### config.mk
export PLATFORM = sky130hd
export DESIGN_NAME = rv_cf_decode
export DESIGN_NICKNAME = d
export VERILOG_FILES = /design/src/common/bpu_pkg.sv /design/src/rv_cf_decode.sv
export SDC_FILE = /design/constraint.sdc
export NUM_CORES = 1
export LEC_CHECK = 0
export BUFFER_PORTS_ARGS = -buffer_cell sky130_fd_sc_hd__buf_2
export CAP_MARGIN = 30
export CORE_MARGIN = 2
export CORE_UTILIZATION = 28
export DETAILED_ROUTE_END_ITERATION = 6
export PLACE_DENSITY = 0.88
export SYNTH_ARGS = -nofsm -noshare
export SYNTH_HDL_FRONTEND = slang
export SYNTH_SLANG_ARGS = --single-unit
### constraint.sdc
create_clock -name vclk -period 0.87
set_input_delay 0.0435 -clock vclk [all_inputs]
set_output_delay 0.0435 -clock vclk [all_outputs]
set_load 0.1 [all_outputs]
### src/common/bpu_pkg.sv
package bpu_pkg;

    localparam int XLEN = 32;

    // major opcodes of the control-flow classes
    localparam logic [6:0] OPC_BRANCH = 7'b1100011;
    localparam logic [6:0] OPC_JAL    = 7'b1101111;
    localparam logic [6:0] OPC_JALR   = 7'b1100111;

    localparam logic [4:0] REG_RA = 5'd1;  // x1, link register

    typedef logic [1:0] ctr_t;  // msb is the taken bit

    localparam ctr_t CTR_INIT = 2'b01;  // weakly not-taken

    // one instruction word, seen as B-type or as J-type
    typedef union packed {
        struct packed {
            logic       imm12;
            logic [5:0] imm10_5;
            logic [4:0] rs2;
            logic [4:0] rs1;
            logic [2:0] funct3;
            logic [3:0] imm4_1;
            logic       imm11;
            logic [6:0] opcode;
        } b;
        struct packed {
            logic       imm20;
            logic [9:0] imm10_1;
            logic       imm11;
            logic [7:0] imm19_12;
            logic [4:0] rd;
            logic [6:0] opcode;
        } j;
    } inst_u;

endpackage

### src/rv_cf_decode.sv
`timescale 1ns/1ns

module rv_cf_decode import bpu_pkg::*; (
    input  logic [XLEN-1:0] inst_i,
    output logic            is_branch_o,
    output logic            is_jal_o,
    output logic            is_jalr_o,
    output logic            is_call_o,
    output logic            is_ret_o,
    output logic [XLEN-1:0] br_off_o,
    output logic [XLEN-1:0] jal_off_o
);

    inst_u inst;
    logic  rd_zero;

    assign inst = inst_i;

    // rd sits at [11:7] for both I-type and J-type
    assign rd_zero = (inst.j.rd == 5'd0);

    assign is_branch_o = (inst.b.opcode == OPC_BRANCH);
    assign is_jal_o    = (inst.j.opcode == OPC_JAL);
    assign is_jalr_o   = (inst.b.opcode == OPC_JALR);

    // jalr x0, 0(ra)
    assign is_ret_o  = is_jalr_o && rd_zero && (inst.b.rs1 == REG_RA);
    assign is_call_o = is_jal_o || (is_jalr_o && !rd_zero);

    // immediates are halfword offsets, bit 0 always zero
    assign br_off_o = {
        {(XLEN-12){inst.b.imm12}},
        inst.b.imm11,
        inst.b.imm10_5,
        inst.b.imm4_1,
        1'b0
    };

    assign jal_off_o = {
        {(XLEN-20){inst.j.imm20}},
        inst.j.imm19_12,
        inst.j.imm11,
        inst.j.imm10_1,
        1'b0
    };

    // classes come from distinct opcodes
    cf_class_onehot: assert final ($onehot0({is_branch_o, is_jal_o, is_jalr_o}))
        else $error("rv_cf_decode: more than one control-flow class for %h", inst_i);

endmodule
==> results.md <==
* Status: finished, violations left
* Failing checks: setup timing
* Crit-path slowest cell: or4b_4
* Power density cells at 675 nW/um^2
* Initial antenna violation count at 0
* Final setup violation count at 2
* Top post-synthesis cells by area: buf_4 85%, nor2_1 2.6%, or4b_4 2.4%
* Layout cells sized above 1 at 90.2%
* Final GP Congestion at 0.659
* Placed wire-length estimate at 990 microns
* Sequential cell count at 0
* DIE AREA at 2400 sq um
* Diodes inserted at 0
* Number of global-route vias before repair at 355
* Reg area at 0 sq um
* Fin crit period at 1.16 ns
* WP data arrival at 1.11 ns
* Post-Synthesis Cells at 79
* Design Power at 0.492 mW
* Rows at 16
* Placed Instances at 88
* FMAX at 863 MHz
* GRT Total Usage at 9.25%
* VDD IR max at 0.000238 V
* Hold Startpoint: inst_i[13]
* PortBufs at 32
* Unrepaired setup endpoints after global routing: yes
* Core area at 1940 sq um
* Die X at 49.0 microns
* Area Overhead vs Synth at 28.4%
* DRT iter0 DRCs at 1
* DRT Pass-1 Iters at 2
* Antenna-violating nets left at 0
* Clkbuf count at 0
* Seq/Total Area, Yosys at 0%
* Setup crit end kind: output port
* Hold depth at 0
* Post-CTS Setup Inserts at 0
* DR WL/cell at 13.4 microns
* Drc violations at 0
* Starting Density at 29.3%
* Final net count at 95
* Max cap viols at 0
* Via count of the routed design at 324
* Share of the synthesized area in the top cell type at 84.6%
* Syn_area_per_cell at 7.19 sq um
* Post-DP Area at 672 sq um
* I/O pins at 101
* Routed WL at 1180 microns
* Crit-path cells: buf_2, or4b_4, nor4_4, buf_12
* Largest net degree at the start of global routing at 33
* Fill count at 187
* Final hold violations at 0
* Worst Hold Class: input pin to output port
* Yosys warnings at 0
* Max incr delay on CP at 0.54 ns
* First-pass GRT wire length at 1790 microns
* CP Class: input pin to output port
* Synth cell types at 12
* CP bufs+invs at 2
* Netlist Area Pre-Place at 568 sq um
* Post-route cell area at 729 sq um
* Leak at 0.336 nW
* Worst Path Required at 0.83 ns
* Hold Buf Count CTS at 0
* Final worst path period share at 133%
* Vias per cell at 3.68
* Startpoint types: input pin
* Dpl ws at -0.314 ns
* Top delay family on crit path: simple AND/OR/NAND/NOR gates
* Synth area leader: buf_4
* Final setup margin at -0.288 ns
* Post-route insts no fill at 88
* Slew Viols, Final at 0
* Worst Path Max Fanout at 2
* GRT overflow at 0
* Die Y at 49.0 microns
* Worst Hold End: jal_off_o[13]
* Util after Layout at 37.6%
## how the worst max path moves through the flow
stage	start	endpoint	slack (ns)	cells after the start
6_report	inst_i[18]	is_ret_o	-0.29	4
5_1_grt	inst_i[10]	is_ret_o	-0.36	5
4_1_cts	inst_i[7]	is_ret_o	-0.32	5
3_5_place_dp	inst_i[7]	is_ret_o	-0.31	5
3_3_place_gp	inst_i[7]	is_ret_o	-0.29	5
2_1_floorplan	inst_i[7]	is_ret_o	-0.74	3
## power by group
group          switching (mW)  internal (mW)
sequential                  0              0
combinational           0.306          0.186
clock                       0              0
## per-layer routing
layer / GRT usage, % / wire length, microns / up-vias
met5: 0 / 0 / -
met4: 0.476 / 5 / 0
met3: 5.83 / 230 / 2
met2: 18.7 / 641 / 33
met1: 7.78 / 304 / 145
li1: - / - / 144
## layout make-up
class	instances	area, sq um	share of cell area, %
Inverter	1	3.75	0.515
Multi-Input combinational cell	15	164	22.5
Tap cell	27	33.8	4.63
Timing Repair Buffer	45	528	72.4
## cell usage after synthesis
| cell | n |
|---|---|
| and3_1 | 2 |
| conb_1 | 1 |
| buf_4 | 64 |
| a21oi_1 | 1 |
| nand2_1 | 1 |
| nor2_1 | 4 |
| nor4_1 | 1 |
| nand3_1 | 1 |
| or4b_4 | 1 |
| nor4_2 | 1 |
| nor2b_1 | 1 |
| inv_1 | 1 |
## through the flow
| stage | TNS [ns] | hold slack, ns |
|---|---|---|
| floorplan | -1.18 | 0.189 |
| global placement | -0.431 | 0.0877 |
| detailed placement | -0.574 | 0.0877 |
| CTS | -0.341 | 0.0877 |
| global route | -0.457 | 0.0872 |
| finish | -0.317 | 0.0870 |
## placed cells by master, fill, tap and decap left out, drive strengths merged
cell type  instances
buf               45
nor2               4
nor4               2
conb               2
and3               2
nor2b              1
inv                1
nand3              1
nand2              1
or4b               1
a21oi              1
## cell families after synthesis
group | count (synthesis) | synth area share [%]
other cells | 1 | 0.660
buf+inv | 65 | 85.2
simple gates | 12 | 13.2
compound gates | 1 | 0.880
## timing repair
action	in CTS	in global routing
setup endpoints to repair	4	4
pin swaps	3	2
resized for setup	9	2
Note: power is estimated with default switching activity, not from simulation.
