===== src/common/bpu_pkg.sv =====
package bpu_pkg;

    localparam int XLEN = 32;

    // major opcodes of the control-flow classes
    localparam logic [6:0] OPC_BRANCH = 7'b1100011;
    localparam logic [6:0] OPC_JAL    = 7'b1101111;
    localparam logic [6:0] OPC_JALR   = 7'b1100111;

    localparam logic [4:0] REG_RA = 5'd1;  // x1, link register

    typedef logic [1:0] ctr_t;  // msb is the taken bit

    localparam ctr_t CTR_INIT = 2'b01;  // weakly not-taken

    // one instruction word, seen as B-type or as J-type
    typedef union packed {
        struct packed {
            logic       imm12;
            logic [5:0] imm10_5;
            logic [4:0] rs2;
            logic [4:0] rs1;
            logic [2:0] funct3;
            logic [3:0] imm4_1;
            logic       imm11;
            logic [6:0] opcode;
        } b;
        struct packed {
            logic       imm20;
            logic [9:0] imm10_1;
            logic       imm11;
            logic [7:0] imm19_12;
            logic [4:0] rd;
            logic [6:0] opcode;
        } j;
    } inst_u;

endpackage


===== src/bimodal/bimodal_table.sv =====
`timescale 1ns/1ns

module bimodal_table import bpu_pkg::*; #(
    parameter int BHT_ENTRIES = 512
) (
    input  logic            clk,
    input  logic            rst,
    input  logic [XLEN-1:0] rd_pc_i,
    output logic            taken_o,
    input  logic            train_i,
    input  logic [XLEN-1:0] wr_pc_i,
    input  logic            outcome_i
);

    localparam int IDX_W = $clog2(BHT_ENTRIES);

    ctr_t             ctr_q [BHT_ENTRIES];
    logic [IDX_W-1:0] rd_idx;
    logic [IDX_W-1:0] wr_idx;
    ctr_t             wr_ctr;
    ctr_t             wr_ctr_next;

    // halfword granularity, bit 0 dropped
    assign rd_idx = rd_pc_i[IDX_W:1];
    assign wr_idx = wr_pc_i[IDX_W:1];

    assign taken_o = ctr_q[rd_idx][1];

    assign wr_ctr = ctr_q[wr_idx];

    // one step toward the outcome, saturating
    always_comb begin
        wr_ctr_next = wr_ctr;
        if (outcome_i && (wr_ctr != 2'b11)) begin
            wr_ctr_next = wr_ctr + 2'b01;
        end else if (!outcome_i && (wr_ctr != 2'b00)) begin
            wr_ctr_next = wr_ctr - 2'b01;
        end
    end

    always_ff @(posedge clk or posedge rst) begin
        if (rst) begin
            for (int i = 0; i < BHT_ENTRIES; i++) begin
                ctr_q[i] <= CTR_INIT;
            end
        end else if (train_i) begin
            ctr_q[wr_idx] <= wr_ctr_next;
        end
    end

endmodule


===== config.mk =====
export PLATFORM = sky130hd
export DESIGN_NAME = bimodal_table
export DESIGN_NICKNAME = d
export VERILOG_FILES = /design/src/common/bpu_pkg.sv /design/src/bimodal/bimodal_table.sv
export SDC_FILE = /design/constraint.sdc
export NUM_CORES = 2
export LEC_CHECK = 0
export ABC_AREA = 1
export BUFFER_PORTS_ARGS = -buffer_cell sky130_fd_sc_hd__buf_2
export CAP_MARGIN = 10
export CORE_MARGIN = 4
export CORE_UTILIZATION = 25
export DETAILED_ROUTE_END_ITERATION = 7
export PLACE_DENSITY_LB_ADDON = 0.2
export SETUP_SLACK_MARGIN = 0.05
export SLEW_MARGIN = 20
export SYNTH_ARGS = -nofsm -noshare
export SYNTH_HDL_FRONTEND = slang
export SYNTH_SLANG_ARGS = --single-unit

===== constraint.sdc =====
create_clock -name clk -period 69.6 [get_ports clk]
set_clock_uncertainty 0.1 [all_clocks]
set_input_delay 17.4 -clock clk [delete_from_list [all_inputs] [get_ports clk]]
set_output_delay 17.4 -clock clk [all_outputs]
set_load 0.03 [all_outputs]

==> parameters.txt <==
Parameter                              Value

Status
  Run status    finished clean

STA
  Crit path time final    around 39 ns
  Tightest Pin Transition    between 1 and 1.5 ns
  Max-slew violation count    0
  Period utilisation layout    between 50% and 60%
  Final-layout worst hold slack    0.365 ns
  Final Setup Violations    0
  Final Hold Viols    0
  RSZ-0062 raised after global routing    false
  Sum Neg Setup Slack    0 ns
  Maximum clock frequency    0.0256 GHz
  Worst slew margin relative to its limit    a little under an eighth
  Setup ws final    slightly above 30 ns

Die
  DIE HEIGHT    between 400 and 500 um
  Die area    between 200,000 and 250,000 sq um
  Standard cell core area    approximately 240,000 sq um
  Die extent in x    ~500 um
  Number of rows in the core area    179
  Count of boundary I/O pins    just under 70
  Initial Utilization    about a quarter

Clocking
  TritonCTS clock tree    yes
  Gates resized, CTS repair    0
  Insertion delay of the later-clocked pin in the worst-skew pair    ~0.8 ns
  Clock buffers created by TritonCTS    between 100 and 150
  Number of levels in the clock H-tree    4
  Clock Root Buffer    sky130_fd_sc_hd__clkbuf_16
  Max Root-Sink Buffers    3
  Clock net sink count    around 1,000
  Total of hold buffers inserted after clock tree synthesis    0
  Buffers inserted by post-CTS timing repair    0
  Clock transition at the register clock pins on the worst setup and hold paths after CTS    approximately 0.06 ns

Worst setup path
  Buf+Inv Stages, Crit Path    5
  Sequence of cells on the critical path    buf_8, inv_8, buf_4, buf_4, o21ai_0, o22ai_1, nand2_1, nand3_1, nand3_1, nand3_1, nand3_1, nand2_1, nand2_1, nand2_1, nand2_1, nand2_1, buf_2
  Element type at the critical path start    input port
  Sort of element at the end of the critical path    output port
  Crit-path max cell delay    between 0.8 and 0.9 ns
  Top cell by count, worst path    sky130_fd_sc_hd__nand2_1
  Kind of critical path    input port to output port
  Worst Path Arrival    ~22 ns
  Worst-path maximum fanout    89
  Slowest stage cell on the critical path    sky130_fd_sc_hd__buf_4
  Data required time of the worst path    52.10 ns
  Crit-path leading delay family    buffers and inverters

Cells and area
  Most used cells in the layout excluding fill and tap cells    4,050 x sky130_fd_sc_hd__nand2_1, 1,197 x sky130_fd_sc_hd__nand3_1, 590 x sky130_fd_sc_hd__inv_1, 585 x sky130_fd_sc_hd__nor2_1
  Flip-flop count of the largest register after layout    1,024
  Share of final-layout standard cells stronger than drive strength 1    around a tenth
  Leading registers by flop count    ctr_q (1024)
  Most common library cell in the layout ignoring fill and taps    sky130_fd_sc_hd__nand2_1
  Register name with the most flops    ctr_q
  Total area of multi-input combinational cells    approximately 29,000 sq um
  # nets final    8,786
  FF/Latch Area    26,300 sq um
  Filler cell count    about 26,000
  Layout overhead on the synthesized area    11.1%

Drt
  Detailed-routing iteration count for the pre-antenna-repair pass    6
  Post-detailed-routing wire length    ~280 mm
  Drt first-iter violations    roughly 6,700
  Count of antenna-violating nets left after detailed routing    0
  Overall via count from detail_route    62,100
  Remaining design rule violation count    0
  Average wire length per cell after detail routing    about 23 um
  Ratio of routed vias to standard cells    5.18

Yosys
  Number of synthesis warnings    0
  Flops & latches, synth    between 1,000 and 1,500
  Synth top area cells    sky130_fd_sc_hd__nand2_1 25%, sky130_fd_sc_hd__dfstp_2 22%, sky130_fd_sc_hd__dfrtp_1 21%
  Unique masters post-synth    30
  Cell accounting for the most synthesized area    sky130_fd_sc_hd__nand2_1
  Post-Syn Instances    9,054
  Syn_area_per_cell    6.64 sq um
  Share of the yosys chip area belonging to registers    between 40% and 50%
  Area share of the largest cell type after synthesis    25.3%
  Post-synth net total    between 9,000 and 10,000
  Synthesized cell area    about 60,000 sq um

Global routing
  Global routing met2 resource utilization    34.9%
  Number of global-route vias before repair    roughly 60,000
  Global-route wire length before repair    slightly above 400 mm
  Global routing usage on met3    roughly 3.7%
  Overall global routing resource usage    a little over a fifth
  Pin count of the biggest net entering global routing    roughly 180
  Antenna violations before repair    21
  GR Util met1    roughly 30%
  GRT overflow    0
  Most heavily used metal layer in global routing    met2

Run
  Max-Cap Viols    0

Place
  Port Buffer Count    22
  Worst slack at placement    30.52 ns
  HPWL after detailed placement    150 mm
  Final RePlAce weighted congestion    approximately 0.83

Pwr
  Max IR drop VDD    approximately 0.027 mV
  Static power due to leakage    30.9 nW
  Power density relative to cell area    roughly 22 nW/um^2

Hold path
  Type of the tightest min-delay check    register to register
[power by group]
| part | internal (mW) | switching [mW] |
|---|---|---|
| Combinational | 0.0248 | 0.127 |
| Sequential | 0.615 | 0.00845 |
| Clock | 0.407 | 0.292 |
[synthesized netlist by cell type (all sizes together)]
| master | count |
|---|---|
| a21oi | 6 |
| a22oi | 52 |
| buf | 263 |
| clkbuf | 347 |
| clkinv | 8 |
| dfrtp | 512 |
| dfstp | 512 |
| ha | 2 |
| inv | 616 |
| nand2 | 4055 |
| nand3 | 1198 |
| nand4 | 103 |
| nor2 | 591 |
| nor3 | 392 |
| o21ai | 266 |
| o21bai | 3 |
| o22ai | 128 |
[layout make-up]
cell class              count  area share, %
diodes                      2        0.00750
clock buffers             209           5.95
clock inverters            28          0.461
inverters                 624           3.60
multi-input cells        6796           43.1
flip-flops and latches   1024           39.3
well taps                3167           5.94
repair buffers            139           1.65
[metrics by stage]
stage	util, %	area [sq um]	cells	power (mW)
5_1_grt	28.0	66800	12000	1.52
6_report	28.0	66800	12000	1.47
3_3_place_gp	26.2	62500	11800	0.782
4_1_cts	28.0	66800	12000	1.49
2_1_floorplan	-	60100	9054	0.713
3_5_place_dp	26.2	62500	11800	0.782
[worst reg2reg max path, stage by stage (launching register included)]
cell	delay [ns]
sky130_fd_sc_hd__dfstp_2	0.37
sky130_fd_sc_hd__nand2_1	0.07
sky130_fd_sc_hd__nand4_1	0.17
sky130_fd_sc_hd__nand2_1	0.11
sky130_fd_sc_hd__nand2_1	0.07
sky130_fd_sc_hd__nor2_1	0.16
sky130_fd_sc_hd__nor2_1	0.09
sky130_fd_sc_hd__nor2_1	0.49
sky130_fd_sc_hd__nand2_1	0.11
sky130_fd_sc_hd__nand2_1	0.18
sky130_fd_sc_hd__nand2_1	0.09
sky130_fd_sc_hd__nor2_2	0.29
sky130_fd_sc_hd__nand2_2	0.17
sky130_fd_sc_hd__ha_1	0.23
sky130_fd_sc_hd__nor2_1	0.25
sky130_fd_sc_hd__nor2_1	0.13
sky130_fd_sc_hd__nand3_4	0.64
sky130_fd_sc_hd__buf_4	0.82
sky130_fd_sc_hd__buf_4	0.95
sky130_fd_sc_hd__buf_4	1.08
sky130_fd_sc_hd__nand3_1	0.21
sky130_fd_sc_hd__nand2_1	0.12
[layer usage]
layer / up-vias / part of all wire, %
li1: 28000 / -
met1: 30900 / 43
met2: 2640 / 45
met3: 517 / 8.0
met4: 8 / 3.8
met5: - / 0.019
[worst paths after layout]
check                                            start                endpoint  slack, ns  depth (start not counted)
max in group asynchronous                          rst  ctr_q[887]$_DFFE_PP0P_      48.11                          7
worst min register to register  ctr_q[670]$_DFFE_PP1P_  ctr_q[670]$_DFFE_PP1P_       0.37                          2
min in group asynchronous                          rst  ctr_q[575]$_DFFE_PP0P_      16.65                          2
worst max register to register  ctr_q[682]$_DFFE_PP1P_  ctr_q[378]$_DFFE_PP1P_      62.65                         21
worst max-delay path                        rd_pc_i[1]                 taken_o      30.49                         17
worst min-delay path            ctr_q[670]$_DFFE_PP1P_  ctr_q[670]$_DFFE_PP1P_       0.37                          2
[kinds of logic after synthesis]
group	share of synthesized area, %
AND/OR/NAND/NOR	43.4
adder cells (fa/ha/maj)	0.0416
flip-flops	43.7
AO/OA/AOI/OAI	4.28
buffers and inverters	8.58
No activity file was read; power rests on OpenSTA's default activity.
