`config.mk`:
```
export PLATFORM = sky130hd
export DESIGN_NAME = return_stack
export DESIGN_NICKNAME = d
export VERILOG_FILES = /design/src/common/bpu_pkg.sv /design/src/ras/return_stack.sv
export SDC_FILE = /design/constraint.sdc
export NUM_CORES = 1
export LEC_CHECK = 0
export BUFFER_PORTS_ARGS = -buffer_cell sky130_fd_sc_hd__buf_4
export CORE_MARGIN = 4
export CORE_UTILIZATION = 59
export CTS_CLUSTER_SIZE = 20
export DETAILED_ROUTE_END_ITERATION = 12
export PLACE_DENSITY = 0.76
export SKIP_CTS_REPAIR_TIMING = 1
export SYNTH_ARGS = -nofsm -noshare
export SYNTH_HDL_FRONTEND = slang
export SYNTH_SLANG_ARGS = --single-unit
```
`constraint.sdc`:
```
create_clock -name clk -period 8.37 [get_ports clk]
set_input_delay 0.4185 -clock clk [delete_from_list [all_inputs] [get_ports clk]]
set_output_delay 0.4185 -clock clk [all_outputs]
set_load 0.02 [all_outputs]
```
`src/common/bpu_pkg.sv`:
```
package bpu_pkg;

    localparam int XLEN = 32;

    // major opcodes of the control-flow classes
    localparam logic [6:0] OPC_BRANCH = 7'b1100011;
    localparam logic [6:0] OPC_JAL    = 7'b1101111;
    localparam logic [6:0] OPC_JALR   = 7'b1100111;

    localparam logic [4:0] REG_RA = 5'd1;  // x1, link register

    typedef logic [1:0] ctr_t;  // msb is the taken bit

    localparam ctr_t CTR_INIT = 2'b01;  // weakly not-taken

    // one instruction word, seen as B-type or as J-type
    typedef union packed {
        struct packed {
            logic       imm12;
            logic [5:0] imm10_5;
            logic [4:0] rs2;
            logic [4:0] rs1;
            logic [2:0] funct3;
            logic [3:0] imm4_1;
            logic       imm11;
            logic [6:0] opcode;
        } b;
        struct packed {
            logic       imm20;
            logic [9:0] imm10_1;
            logic       imm11;
            logic [7:0] imm19_12;
            logic [4:0] rd;
            logic [6:0] opcode;
        } j;
    } inst_u;

endpackage

```
`src/ras/return_stack.sv`:
```
`timescale 1ns/1ns

module return_stack import bpu_pkg::*; #(
    parameter int RAS_DEPTH = 32
) (
    input  logic            clk,
    input  logic            rst,
    input  logic            flush_i,
    input  logic            push_i,
    input  logic [XLEN-1:0] call_pc_i,
    input  logic            pop_i,
    input  logic            id_push_i,
    input  logic [XLEN-1:0] id_addr_i,
    output logic            top_valid_o,
    output logic [XLEN-1:0] top_addr_o,
    output logic            pend_valid_o,
    output logic [XLEN-1:0] pend_addr_o
);

    localparam int PTR_W = $clog2(RAS_DEPTH);

    logic [XLEN-1:0]  stack_mem [RAS_DEPTH];
    logic [PTR_W:0]   count_q;  // one extra bit to hold RAS_DEPTH
    logic [PTR_W-1:0] top_idx;
    logic [PTR_W-1:0] push_idx;
    logic             full;
    logic             pend_valid_q;
    logic [XLEN-1:0]  pend_addr_q;

    assign full     = (count_q == (PTR_W+1)'(RAS_DEPTH));
    assign top_idx  = PTR_W'(count_q - 1'b1);
    assign push_idx = count_q[PTR_W-1:0];  // wraps to the bottom when full

    assign top_valid_o  = (count_q != '0);
    assign top_addr_o   = stack_mem[top_idx];
    assign pend_valid_o = pend_valid_q;
    assign pend_addr_o  = pend_addr_q;

    // call and return never come from the same word
    always_ff @(posedge clk or posedge rst) begin
        if (rst) begin
            count_q <= '0;
        end else if (push_i) begin
            count_q <= full ? (PTR_W+1)'(1) : count_q + 1'b1;
        end else if (pop_i && top_valid_o) begin
            count_q <= count_q - 1'b1;
        end
    end

    always_ff @(posedge clk) begin
        if (push_i) begin
            stack_mem[push_idx] <= call_pc_i + XLEN'(4);
        end
    end

    // decode-stage push, lives for one cycle only
    always_ff @(posedge clk or posedge rst) begin
        if (rst) begin
            pend_valid_q <= 1'b0;
        end else begin
            pend_valid_q <= id_push_i && !flush_i;  // flush wins
        end
    end

    always_ff @(posedge clk) begin
        if (id_push_i) begin
            pend_addr_q <= id_addr_i;
        end
    end

    count_in_range: assert property (@(posedge clk) disable iff (rst)
        count_q <= (PTR_W+1)'(RAS_DEPTH));

endmodule

```
==> summary.log <==
qor: timing.rsz0062_at_grt false
qor: clock_network.clk_latency 0.66 ns
qor: timing.setup-tns-final 0 ns
qor: placement.dp.final_hpwl 55,500 µm
qor: clock_network.numClockSinks 1,063
qor: yosys.synthesis.area_per_instance 22.22 µm²
qor: critical_path.critical-path-top-delay-family buffers and inverters
qor: grt.grt_pass1_vias 21,882
qor: grt.grt-ovfl-total 0
qor: critical_path.crit_chain buf_12 -> buf_4 -> mux4_2 -> mux2_2 -> a21oi_1 -> a2111oi_2 -> buf_4
qor: yosys.yosysWarningCount 0
qor: timing.timing.slew.headroom 9.857%
qor: pwr.power-per-cell-area 378.9 nW/µm²
qor: routing.wl_per_cell 33.71 µm
qor: clock_network.clock_tree.htree_level_count 3
qor: floorplan.top_level_ports 136
qor: critical_path.timing.critical_path.slowest_cell_delay 0.84 ns
qor: routing.detail_route.drc_violations 0
qor: floorplan.chipHeight 274.9 µm
qor: placement.io_buffer_count 135
qor: timing.final.setup_skew 0.03552 ns
qor: critical_path.worst_setup_path_start_kind register
qor: layout.syn_to_final_growth 15.25%
qor: layout.final_cell_area 48,460 µm²
qor: critical_path.worstPathMaxFanout 117
qor: job.drv.max_cap_violation_count 0
qor: timing.max_slew.worst_pin.slew 1.346 ns
qor: clock_network.cts_root_buf clkbuf_16
qor: floorplan.initial_core_util 59.73%
qor: critical_path.timing.critical_path.mode_cell buf_4
qor: placement.gp_routability_congestion 0.7963
qor: grt.antenna_violations_before_repair 2
qor: timing.timing_hold_violations_final 0
qor: routing.antenna_left 0
qor: status.run_status finished clean
qor: timing.fmax 189.5 MHz
qor: routing.routed_via_density 6.769
qor: clock_network.max-clock-path-buffers 3
qor: floorplan.die_area 75,590 µm²
qor: yosys.synth_nets 1,969
qor: routing.initial_drc_count 2,944
qor: yosys.syn-cell-area 42,040 µm²
qor: grt.pin_count_of_the_biggest_net_entering_global_routing 137
qor: placement.dp_cells 2,923
qor: floorplan.floorplan.rows 97
qor: timing.setup_viol 0
qor: pwr.max-vdd-ir-drop 609.4 µV
qor: clock_network.worst_setup_hold_path_clk_slew 0.06 ns
qor: grt.grt_first_pass_wirelength 151,200 µm
qor: routing.num_vias 21,310
qor: yosys.synth-main-ff-cell edfxtp_1
qor: layout.finalNetCount 2,199
qor: yosys.yosys_register_bits 1,063
qor: critical_path.critical-path-slowest-cell buf_4
qor: min_path.min_path_type input port to register
qor: yosys.synth_cells 1,892
qor: routing.wirelength 106,100 µm
qor: yosys.synthArstFlopShare 0.6585%
qor: yosys.synth_edf_count 1,056
qor: grt.global_route.usage.total 28.39%
qor: critical_path.crit_path_end_kind output port
qor: yosys.synth.lib_cells_used.distinct 57
qor: timing.post-route-period-util 63.06%
qor: critical_path.timing.setup.critical_path_class register to output port
qor: pwr.power.leakage 15.43 nW
qor: timing.min_cycle_time_layout 5.278 ns
qor: critical_path.worst-endpoint-arrival 4.86 ns
qor: layout.post_route_cells_drive_above_1_share 36.79%
qor: clock_network.cts_tree built
qor: floorplan.chipWidth 274.9 µm
qor: timing.timing_max_transition_violations_final 0
qor: routing.firstDrtPassIters 5
qor: critical_path.cp.buffers_inverters 3
qor: placement.dpl-instance-area 44,660 µm²
qor: yosys.seq_area_frac_synth 75.84%
qor: critical_path.r2r_setup_slack 4.32 ns
qor: floorplan.core_area 70,390 µm²
qor: clock_network.tritoncts.num_buffers 102
qor: layout.instances_no_fill 3,148
qor: critical_path.timing.critical_path.required 7.95 ns
[power by group]
group / total [mW] / switching [mW] / internal (mW)
Combinational: 7.32 / 4.20 / 3.12
Sequential: 6.37 / 0.160 / 6.21
Clock: 4.67 / 1.94 / 2.73
[layer usage]
metal	global-route usage (%)	share of wire (%)	vias to the layer above
li1	-	-	8469
met1	38.78	36	11106
met2	44.90	49	1484
met5	0.5777	0.079	-
met3	8.774	12	245
met4	8.826	3.5	6
[state kept, by name, indices dropped and copies added, names as in the netlist]
name / count
count_q: 6
stack_mem: 1024
pend_addr_o: 32
pend_valid_o: 1
[worst reg2reg max path, stage by stage (launching register included)]
cell and delay, ns:
dfrtp_4 0.69, buf_4 0.81, ha_1 0.27, nand2_1 0.45, nor2_4 0.94, buf_4 0.53
[kinds of logic (layout without fill, tap and decap cells)]
| kind of cell | count (synthesis) | in the layout | synth area share, % |
|---|---|---|---|
| AOI/OAI and AO/OA | 158 | 158 | 3.422 |
| xor gates and xnor gates | 30 | 30 | 0.6428 |
| adders and majority gates | 7 | 7 | 0.2083 |
| buffers and inverters | 122 | 437 | 1.542 |
| DFF | 1063 | 1063 | 75.84 |
| muxes | 354 | 354 | 16.24 |
| other | 0 | 1 | 0 |
| and+or+nand+nor | 158 | 158 | 2.110 |
[Yosys cell counts, drive strengths merged (4+ instances only)]
cell | count | area, µm²
nand2 | 18 | 67.56
nor2 | 35 | 131.4
xor2 | 16 | 147.7
xnor2 | 14 | 122.6
mux4 | 256 | 5766
a2111oi | 32 | 447.9
inv | 11 | 41.29
nor2b | 35 | 219.0
nand2b | 4 | 25.02
clkbuf | 30 | 112.6
dfrtp | 7 | 175.2
o21ai | 6 | 37.54
and4 | 4 | 35.03
edfxtp | 1056 | 31710
buf | 81 | 494.2
mux2i | 34 | 340.3
nor4 | 8 | 75.07
mux2 | 64 | 720.7
a21oi | 72 | 360.4
or3 | 4 | 30.03
ha | 7 | 87.58
nand3 | 18 | 90.09
nor3 | 15 | 80.08
a221oi | 32 | 468.0
[through the flow]
step | power (mW) | hold slack (ns) | util [%] | setup WS, ns
4_1_cts | 18.37 | -0.2566 | 68.26 | 3.019
2_1_floorplan | 11.39 | 0.2219 | - | 4.407
5_1_grt | 19.05 | 0.1508 | 68.83 | 2.590
6_report | 18.36 | 0.1414 | 68.84 | 3.092
3_5_place_dp | 13.69 | 0.4212 | 63.44 | 3.703
3_3_place_gp | 13.59 | 0.4113 | 63.44 | 3.741
[final timing paths]
| path | start | end | depth (start not counted) |
|---|---|---|---|
| hold reg to reg | count_q[5] | count_q[5] | 1 |
| min in group asynchronous | rst | count_q[0] | 3 |
| setup / recovery | count_q[0] | top_addr_o[21] | 7 |
| hold / removal | pop_i | count_q[0] | 3 |
| max in group asynchronous | rst | count_q[0] | 3 |
| setup reg to reg | count_q[0] | stack_mem[23][30] | 5 |
[cells in the final DEF, fill, tap and decap left out, types with 3 or more instances in the layout]
master,count
a21oi_1,72
clkinv_2,29
and3_1,3
mux4_2,256
clkbuf_1,16
inv_6,3
a2111oi_2,26
a2111oi_1,4
inv_1,11
ha_1,6
xor2_4,3
clkbuf_16,104
nand2b_1,4
a221oi_2,30
buf_12,4
and4_1,4
nor3_1,7
clkinv_1,17
a31oi_1,3
nor2_1,10
clkinvlp_4,4
xor2_1,3
dlygate4sd3_1,34
nor2b_1,35
bufinv_16,15
mux2i_1,34
dfrtp_1,6
nor3_2,8
mux2_2,62
nor4_1,4
nand2_1,18
nor4_2,4
xor2_2,10
nand3_1,18
nand4_1,3
nor2_4,25
xnor2_2,12
edfxtp_1,1056
buf_4,198
[final cells by class]
type / count / area, µm²
diodes: 1 / 2.502
clock buffers: 120 / 2663
flip-flops and latches: 1063 / 31890
inverters: 11 / 41.29
well taps: 940 / 1176
repair buffers: 237 / 1922
multi-input cells: 707 / 10030
clock inverters: 69 / 732.0
fillers: 4193 / 21940
Power figures use the tool's default switching activity.
